### config.mk
export PLATFORM = sky130hd
export DESIGN_NAME = board_ctrl_top
export DESIGN_NICKNAME = d
export VERILOG_FILES = /design/src/hdl/board_pkg.sv /design/src/hdl/board_ctrl_top.sv /design/src/hdl/board_regs.sv /design/src/hdl/mv_power_seq.sv /design/src/hdl/wdog_timer.sv
export VERILOG_INCLUDE_DIRS = /design/src /design/src/include
export SDC_FILE = /design/constraint.sdc
export NUM_CORES = 1
export LEC_CHECK = 0
export BUFFER_PORTS_ARGS = -buffer_cell sky130_fd_sc_hd__buf_2
export CAP_MARGIN = 5
export CORE_UTILIZATION = 39
export DETAILED_ROUTE_END_ITERATION = 10
export GPL_ROUTABILITY_DRIVEN = 0
export PLACE_DENSITY_LB_ADDON = 0.3
export REMOVE_ABC_BUFFERS = 1
export SYNTH_ARGS = -nofsm -noshare
export SYNTH_HDL_FRONTEND = slang
export SYNTH_HIERARCHICAL = 1
export SYNTH_SLANG_ARGS = --single-unit
### constraint.sdc
create_clock -name sysclk -period 4.98 [get_ports sysclk]
set_input_delay 1.245 -clock sysclk [delete_from_list [all_inputs] [get_ports sysclk]]
set_output_delay 1.245 -clock sysclk [all_outputs]
set_load 0.02 [all_outputs]
### src/include/board_regmap.svh
// Main-bank register map of the board register block.
// Offsets are 4-bit values compared against address bits 3:0.
// Only the main bank is decoded here.

`ifndef BOARD_REGMAP_SVH
`define BOARD_REGMAP_SVH

// bank select, address bits 15:12
`define ADDR_MAIN    4'h0

// main-bank offsets
`define REG_STATUS   4'd0   // board status and control
`define REG_TIMEOUT  4'd3   // watchdog period
`define REG_VERSION  4'd4   // fixed board word
`define REG_TEMPSNS  4'd5   // temperature sensor
`define REG_FVERSION 4'd7   // firmware version
`define REG_DIGIN    4'd10  // axis digital inputs
`define REG_DEBUG    4'd15  // scratch / debug word

// identification words
`define VERSION      32'h514C_4131   // "QLA1"
`define FW_VERSION   32'd8

`endif // BOARD_REGMAP_SVH

### src/hdl/board_pkg.sv
// Shared types and constants for the board register block.
// Axis masks are 4 bits wide, bit 0 is axis 1.
// Widths here are fixed for a four-axis board. Other axis counts
// need new packing in the status and digital input words.

`default_nettype none

package board_pkg;

    // ----------------------------------------
    // bus and data widths
    // ----------------------------------------
    typedef logic [15:0] reg_addr_t;     // host register address
    typedef logic [31:0] reg_data_t;     // host register data word

    // ----------------------------------------
    // board-level quantities
    // ----------------------------------------
    typedef logic [3:0]  axis_mask_t;    // one bit per axis
    typedef logic [15:0] wdog_period_t;  // watchdog period, in ticks
    typedef logic [3:0]  board_id_t;     // rotary switch
    typedef logic [15:0] temp_t;         // raw sensor reading

    // axis digital inputs, grouped per signal kind
    // enc_a sits in the top bits
    typedef struct packed {
        axis_mask_t enc_a;       // encoder channel a
        axis_mask_t enc_b;       // encoder channel b
        axis_mask_t enc_i;       // encoder index
        axis_mask_t neg_limit;   // negative limit switch
        axis_mask_t pos_limit;   // positive limit switch
        axis_mask_t home;        // home switch
        axis_mask_t fault;       // amplifier fault, 1 = amp ok
    } axis_inputs_t;

    // motor supply sequencing
    typedef enum logic [1:0] {
        MV_OFF,      // supply absent, amps held
        MV_SETTLE,   // supply good, waiting out settle time
        MV_READY     // amps released
    } mv_state_t;

    // ----------------------------------------
    // constants
    // ----------------------------------------
    localparam int NUM_AXES = 4;                       // reported in status[31:28]

    // about 30 ms at the full-rate tick
    localparam wdog_period_t WDOG_PERIOD_RST = 16'h1680;

    localparam reg_data_t DEBUG_RST = 32'h0000_2000;   // debug word after reset

endpackage : board_pkg

`default_nettype wire

### src/hdl/board_ctrl_top.sv
// Board register subsystem top level.
// TICK_WIDTH sets the watchdog and settle tick rate, SETTLE_TICKS
// the motor-supply settle time in ticks. Wiring only.

`timescale 1ns/1ns
`default_nettype none

module board_ctrl_top
    import board_pkg::*;
#(
    parameter int TICK_WIDTH   = 8,
    parameter int SETTLE_TICKS = 7680
) (
    input  logic         sysclk,
    input  logic         rst_n,
    // host register bus
    input  reg_addr_t    reg_raddr,
    input  reg_addr_t    reg_waddr,
    input  reg_data_t    reg_wdata,
    input  logic         reg_wen,
    output reg_data_t    reg_rdata,
    // board inputs
    input  axis_inputs_t axis_in,
    input  board_id_t    board_id,
    input  temp_t        temp_sense,
    input  logic         relay,
    input  logic         mv_faultn,
    input  logic         mv_good,
    input  axis_mask_t   safety_amp_disable,
    // board outputs
    output axis_mask_t   amp_disable,
    output logic         pwr_enable,
    output logic         relay_on,
    output logic         reboot,
    output reg_data_t    debug,
    output logic         wdog_timeout
);

    // ----------------------------------------
    // internal nets
    // ----------------------------------------
    logic         powerup_cmd;
    logic         tick;          // shared slow tick
    wdog_period_t wdog_period;
    axis_mask_t   mv_hold;

    board_regs u_regs (
        .sysclk             (sysclk),
        .rst_n              (rst_n),
        .reg_raddr          (reg_raddr),
        .reg_waddr          (reg_waddr),
        .reg_wdata          (reg_wdata),
        .reg_wen            (reg_wen),
        .reg_rdata          (reg_rdata),
        .axis_in            (axis_in),
        .board_id           (board_id),
        .temp_sense         (temp_sense),
        .relay              (relay),
        .mv_faultn          (mv_faultn),
        .mv_good            (mv_good),
        .safety_amp_disable (safety_amp_disable),
        .wdog_timeout       (wdog_timeout),
        .mv_hold            (mv_hold),
        .powerup_cmd        (powerup_cmd),
        .wdog_period        (wdog_period),
        .amp_disable        (amp_disable),
        .pwr_enable         (pwr_enable),
        .relay_on           (relay_on),
        .reboot             (reboot),
        .debug              (debug)
    );

    wdog_timer #(
        .TICK_WIDTH (TICK_WIDTH)
    ) u_wdog (
        .sysclk       (sysclk),
        .rst_n        (rst_n),
        .kick         (reg_wen),      // every host write counts as activity
        .powerup_cmd  (powerup_cmd),
        .wdog_period  (wdog_period),
        .tick         (tick),
        .wdog_timeout (wdog_timeout)
    );

    mv_power_seq #(
        .SETTLE_TICKS (SETTLE_TICKS)
    ) u_mv_seq (
        .sysclk  (sysclk),
        .rst_n   (rst_n),
        .tick    (tick),
        .mv_good (mv_good),
        .mv_hold (mv_hold)
    );

endmodule : board_ctrl_top

`default_nettype wire

### src/hdl/board_regs.sv
// Main-bank register file of the board.
// Writes take effect on the edge that samples reg_wen, reads are
// registered with one cycle of latency and hold during write cycles.
// Only address bits 3:0 select the read register.
// Disable bits latch watchdog and safety shutdowns until the host
// re-enables the axis.

`timescale 1ns/1ns
`default_nettype none

`include "board_regmap.svh"

module board_regs
    import board_pkg::*;
(
    input  logic         sysclk,
    input  logic         rst_n,
    // host register bus
    input  reg_addr_t    reg_raddr,
    input  reg_addr_t    reg_waddr,
    input  reg_data_t    reg_wdata,
    input  logic         reg_wen,
    output reg_data_t    reg_rdata,
    // board inputs
    input  axis_inputs_t axis_in,
    input  board_id_t    board_id,
    input  temp_t        temp_sense,
    input  logic         relay,               // relay state feedback
    input  logic         mv_faultn,           // motor supply fault, active low
    input  logic         mv_good,             // motor supply good
    input  axis_mask_t   safety_amp_disable,
    input  logic         wdog_timeout,
    input  axis_mask_t   mv_hold,             // settle hold from supply sequencer
    // control outputs
    output logic         powerup_cmd,
    output wdog_period_t wdog_period,
    output axis_mask_t   amp_disable,
    output logic         pwr_enable,
    output logic         relay_on,
    output logic         reboot,
    output reg_data_t    debug
);

    // ----------------------------------------
    // write decode
    // ----------------------------------------
    logic       write_main;     // write into main bank
    logic       write_status;
    logic       pwr_en_cmd;     // host asks for board power
    axis_mask_t amp_en_cmd;     // host asks for amp enable, per axis
    axis_mask_t disable_q;      // latched amp disables
    axis_mask_t disable_wr;     // disable value for a status write
    reg_data_t  status_word;
    reg_data_t  digin_word;
    reg_data_t  rd_mux;

    assign write_main   = reg_wen && (reg_waddr[15:12] == `ADDR_MAIN)
                          && (reg_waddr[7:4] == 4'd0);
    assign write_status = write_main && (reg_waddr[3:0] == `REG_STATUS);

    assign pwr_en_cmd  = write_status && reg_wdata[19] && reg_wdata[18];
    assign amp_en_cmd  = write_status ? (reg_wdata[11:8] & reg_wdata[3:0]) : '0;
    assign powerup_cmd = pwr_en_cmd || (|amp_en_cmd);  // clears watchdog timeout

    // masked enable per axis, forced off while board power is off
    // mask set -> take ~enable bit, else keep
    assign disable_wr = {4{~pwr_enable}}
                      | (reg_wdata[11:8] & ~reg_wdata[3:0])
                      | (~reg_wdata[11:8] & disable_q);

    assign amp_disable = disable_q | mv_hold;   // settle hold overrides register state

    // ----------------------------------------
    // read words
    // ----------------------------------------
    assign status_word = {
        4'(NUM_AXES), board_id,                  // 31:24
        wdog_timeout, 3'd0,                      // 23:20
        mv_good, pwr_enable, ~relay, relay_on,   // 19:16
        ~mv_faultn, 3'd0,                        // 15:12
        axis_in.fault,                           // 11:8, 1 = amp ok
        safety_amp_disable,                      // 7:4
        ~disable_q                               // 3:0, 1 = amp enabled
    };

    assign digin_word = {
        4'd0,
        axis_in.enc_a, axis_in.enc_b, axis_in.enc_i,
        4'd0,
        axis_in.neg_limit, axis_in.pos_limit, axis_in.home
    };

    always_comb begin
        case (reg_raddr[3:0])
            `REG_STATUS:   rd_mux = status_word;
            `REG_TIMEOUT:  rd_mux = {16'd0, wdog_period};
            `REG_VERSION:  rd_mux = `VERSION;
            `REG_TEMPSNS:  rd_mux = {16'd0, temp_sense};
            `REG_FVERSION: rd_mux = `FW_VERSION;
            `REG_DIGIN:    rd_mux = digin_word;
            `REG_DEBUG:    rd_mux = debug;
            default:       rd_mux = '0;      // unmapped offsets
        endcase
    end

    // ----------------------------------------
    // register file
    // ----------------------------------------
    always_ff @(posedge sysclk or negedge rst_n) begin
        if (!rst_n) begin
            disable_q   <= '1;               // all amps off at start-up
            pwr_enable  <= 1'b0;
            relay_on    <= 1'b0;
            reboot      <= 1'b0;
            wdog_period <= WDOG_PERIOD_RST;
            debug       <= DEBUG_RST;
            reg_rdata   <= '0;
        end else if (reg_wen) begin
            // read data holds during any write cycle
            if (write_main) begin
                case (reg_waddr[3:0])
                    `REG_STATUS: begin
                        disable_q <= disable_wr;
                        if (reg_wdata[19])
                            pwr_enable <= reg_wdata[18];
                        if (reg_wdata[17])
                            relay_on <= reg_wdata[16];
                        reboot <= reg_wdata[21] ? reg_wdata[20] : 1'b0;  // unmasked write clears
                    end
                    `REG_TIMEOUT: wdog_period <= reg_wdata[15:0];
                    `REG_DEBUG:   debug       <= reg_wdata;
                    default: ;                   // read-only or unmapped
                endcase
            end
        end else begin
            reg_rdata <= rd_mux;
            // watchdog shuts every axis, safety only the flagged ones
            disable_q <= disable_q | (wdog_timeout ? 4'hf : safety_amp_disable);
        end
    end

endmodule : board_regs

`default_nettype wire

### src/hdl/mv_power_seq.sv
// Motor-supply settle sequencer.
// Amplifiers are held off until mv_good has stayed high for
// SETTLE_TICKS ticks, and held again on the edge after it drops.
// mv_good is taken as already synchronous to sysclk.

`timescale 1ns/1ns
`default_nettype none

module mv_power_seq
    import board_pkg::*;
#(
    parameter int SETTLE_TICKS = 7680   // 40 ms at the full-rate tick
) (
    input  logic       sysclk,
    input  logic       rst_n,
    input  logic       tick,
    input  logic       mv_good,
    output axis_mask_t mv_hold
);

    localparam int CNT_W = $clog2(SETTLE_TICKS + 1);

    mv_state_t        state;
    logic [CNT_W-1:0] settle_cnt;   // ticks seen in MV_SETTLE

    // ----------------------------------------
    // state machine
    // ----------------------------------------
    always_ff @(posedge sysclk or negedge rst_n) begin
        if (!rst_n) begin
            state      <= MV_OFF;
            settle_cnt <= '0;
        end else if (!mv_good) begin
            // supply lost, drop back immediately
            state      <= MV_OFF;
            settle_cnt <= '0;
        end else begin
            case (state)
                MV_OFF: begin
                    state      <= MV_SETTLE;
                    settle_cnt <= '0;
                end
                MV_SETTLE: begin
                    if (tick) begin
                        if (settle_cnt == CNT_W'(SETTLE_TICKS - 1))
                            state <= MV_READY;    // last settle tick
                        else
                            settle_cnt <= settle_cnt + 1'b1;
                    end
                end
                MV_READY: ;                       // stay while supply good
                default:  state <= MV_OFF;
            endcase
        end
    end

    assign mv_hold = (state == MV_READY) ? 4'h0 : 4'hf;

endmodule : mv_power_seq

`default_nettype wire

### src/hdl/wdog_timer.sv
// Tick prescaler and host-activity watchdog.
// tick is one sysclk cycle wide, once every 2**TICK_WIDTH cycles.
// Timeout sets period+1 to period+2 ticks after the last kick and
// stays set until a power-up command. A period of 0 disables it.

`timescale 1ns/1ns
`default_nettype none

module wdog_timer
    import board_pkg::*;
#(
    parameter int TICK_WIDTH = 8
) (
    input  logic         sysclk,
    input  logic         rst_n,
    input  logic         kick,          // any host write
    input  logic         powerup_cmd,
    input  wdog_period_t wdog_period,
    output logic         tick,
    output logic         wdog_timeout
);

    // ----------------------------------------
    // prescaler
    // ----------------------------------------
    logic [TICK_WIDTH-1:0] presc_q;
    wdog_period_t          wdog_count;

    always_ff @(posedge sysclk or negedge rst_n) begin
        if (!rst_n)
            presc_q <= '0;
        else
            presc_q <= presc_q + 1'b1;   // free running, wraps
    end

    assign tick = &presc_q;   // last count of each prescaler lap

    // ----------------------------------------
    // watchdog counter
    // ----------------------------------------
    always_ff @(posedge sysclk or negedge rst_n) begin
        if (!rst_n) begin
            wdog_count   <= '0;
            wdog_timeout <= 1'b0;
        end else if (powerup_cmd) begin
            // host powering up, restart from clean state
            wdog_count   <= '0;
            wdog_timeout <= 1'b0;
        end else if (kick) begin
            wdog_count <= '0;                     // host alive, timeout stays as is
        end else if (tick && (wdog_period != '0)) begin
            if (wdog_count < wdog_period)
                wdog_count <= wdog_count + 1'b1;
            else
                wdog_timeout <= 1'b1;             // sticky
        end
    end

endmodule : wdog_timer

`default_nettype wire

==> impl_results.md <==
* Outcome: completed
* Max clock buf depth at 2
* CP max FO at 38
* Post-route cell area at 0.008803 mm^2
* Min-delay src: u_wdog/presc_q[7]
* Min Tclk post-route at 3.032 ns
* Pins Over Slew Limit at 0
* EDFF count, synth at 0
* Share of cells above drive strength 1 at 34.62%
* Synthesized instance count at 711
* Dpl cells at 1078
* Fmax at 329.8 MHz
* Clock Pin Slew Worst Setup and Hold Paths at 0.06 ns
* Cell area after synthesis at 0.007183 mm^2
* Area leader, netlist: dfrtp_1
* Final core utilization at 48.84%
* R2R cell count at 7
* Post-CTS Resized at 0
* Vias/cell at 5.782
* # fillers at 1705
* Post-synthesis register bit count at 127
* Synth top cells by count: dfrtp_1, nand2_1, mux2_2
* I/O pin total at 194
* Most frequent cell after synthesis: dfrtp_1
* Core ar. at 0.01802 mm^2
* Clock latency on the worst-skew pair at 0.42 ns
* Worst R2R End: u_wdog/wdog_count[0]
* Initial drt markers at 435
* Nets at 1008
* Antenna diodes at 0
* Top cell type's share of synthesized area at 41.11%
* R2r startpoint: u_regs/wdog_period[12]
* Final setup fails at 0
* FFs w/ async S/R, synth at 100.0%
* Hold_buf cts at 0
* CTS Root Cell: clkbuf_16
* Vias at 6418
* Worst Hold Slack at 0.4632 ns
* Setup Buffers After CTS at 0
* Syn_area_per_cell at 10.10 um^2
* Initial antenna violation count at 0
* CTS tree: built
* Critical path arrival at 3.32 ns
* Synth cell types at 75
* Total GRT Usage at 23.45%
* Die extent in x at 137.7 um
* Crit path from: reg_raddr[2]
* Num rows at 49
* Layout overhead on the synthesized area at 22.56%
* Initial Util at 39.85%
* Largest net degree at the start of global routing at 105
* DRC Markers at 0
* Max-cap check violation count at 0
* Routed WL at 21.77 mm
* First-pass GRT wire length at 33.17 mm
* Num CTS Buffers at 17
* PortBufs at 177
* Worst Skew at 0.008679 ns
* Crit path kind: in2reg
* Remaining antenna violation count at 0
* Die area at 0.01897 mm^2
* Required @ worst endpoint at 5.27 ns
* Ys Warns at 6
* Setup slack, reg-to-reg at 2.26 ns
* Sequential area share after synthesis at 44.40%
* Cell leakage power at 4.085 nW
* Synth area leaders: dfrtp_1, mux2_2, nand2_1
* Peak supply drop at 247.8 uV
* Worst slew margin at 27.45%
* Setup crit start kind: input pin
* Final Hold Viols at 0
* Ys flop type: dfrtp_1
* Sink Count at 127
* RSZ-0062 raised after global routing: no
* Hold Path Class: reg2reg
* Htree depth at 4
* Number of non-filler instances in the completed layout at 1110
* Post-place instance area at 0.008128 mm^2
* Final period util at 60.88%
* Post-route setup TNS at 0 ns
* Die Y at 137.7 um
* 1st-pass router iterations at 5
* Measured slew at the worst slew-check pin at 1.087 ns
* Total congestion overflow at 0
* CP endpoint: u_regs/reg_rdata[10]
* Crit end category: register
* Vias in the first global route at 6029
* Pwr Density at 308.0 mW/mm^2
* Detailed Place HPWL at 15.06 mm
* Wire length per cell at 19.61 um
-- per-stage QoR --
step                power [mW]  worst slack (ns)
finish                   2.712             1.948
global route             2.801             1.807
CTS                      2.734             2.000
detailed placement       1.293             1.586
global placement         1.291             1.604
floorplan                1.154             2.007
-- power breakdown --
part,switching [mW],total (mW),internal (mW)
Sequential,0.00883,1.05,1.04
Combinational,0.145,0.223,0.0773
Clock,0.483,1.44,0.953
-- state kept, by name, summed over array words and instances, names as in the netlist --
register / count
u_wdog/wdog_timeout: 1
u_wdog/wdog_count: 16
u_regs/disable_q: 4
u_regs/reg_rdata: 32
u_regs/debug: 32
u_regs/wdog_period: 16
u_mv_seq/settle_cnt: 13
u_mv_seq/state: 2
u_wdog/presc_q: 8
u_regs/reboot: 1
u_regs/relay_on: 1
u_regs/pwr_enable: 1
-- worst max-delay path, cell delays in order --
cell	delay (ns)
buf_2	0.34
nor2b_1	0.72
a21oi_1	0.19
o211ai_1	0.27
buf_4	0.37
o21ai_0	0.15
-- layout by cell type (no fill, tap or decap), drive strengths merged, types with 6 or more instances in the layout --
cell type,instances
nor2,26
ha,18
clkbuf,18
o31ai,11
bufinv,6
a221oi,8
nor2b,8
or3,18
or2,7
dfrtp,118
a22o,14
inv,25
nand4,18
mux2,50
and2,6
and3,6
nand2b,7
nand2,79
a21oi,22
mux2i,14
a22oi,19
buf,184
o21ai,45
nor4,17
nand3,31
dfstp,9
nor3,18
a31oi,6
and4,7
nor3b,7
xnor2,6
-- cell type report --
cell class	count	area (um^2)	share of cell area (%)
multi-input combinational	515	3621	41.13
sequential	127	3189	36.23
timing repair buffer	184	944.7	10.73
clock buffer	18	439.2	4.989
tap	229	286.5	3.255
clock inverter	14	236.5	2.686
inverter	23	86.33	0.9807
-- layer usage --
layer / global-route usage [%] / routed length (um) / vias up
met5: 0 / 0 / -
met4: 7.971 / 486 / 0
li1: - / - / 2964
met1: 31.08 / 9595 / 3205
met2: 36.71 / 10250 / 220
met3: 6.475 / 1439 / 29
-- worst min-delay path by stage --
stage	end	slack, ns	cells after the start
3_3_place_gp	u_wdog/presc_q[7]	0.46	1
4_1_cts	u_wdog/presc_q[7]	0.47	1
5_1_grt	u_wdog/presc_q[5]	0.49	1
2_1_floorplan	u_wdog/presc_q[7]	0.44	1
6_report	u_wdog/presc_q[7]	0.46	1
3_5_place_dp	u_wdog/presc_q[7]	0.46	1
-- logic make-up after synthesis --
family | share of synthesized area (%)
simple gates | 20.85
compound gates | 15.78
flops | 44.40
buf+inv | 5.191
mux | 9.789
fa+ha+maj | 3.135
xor+xnor | 0.8535
(Power assumes the default switching activity.)
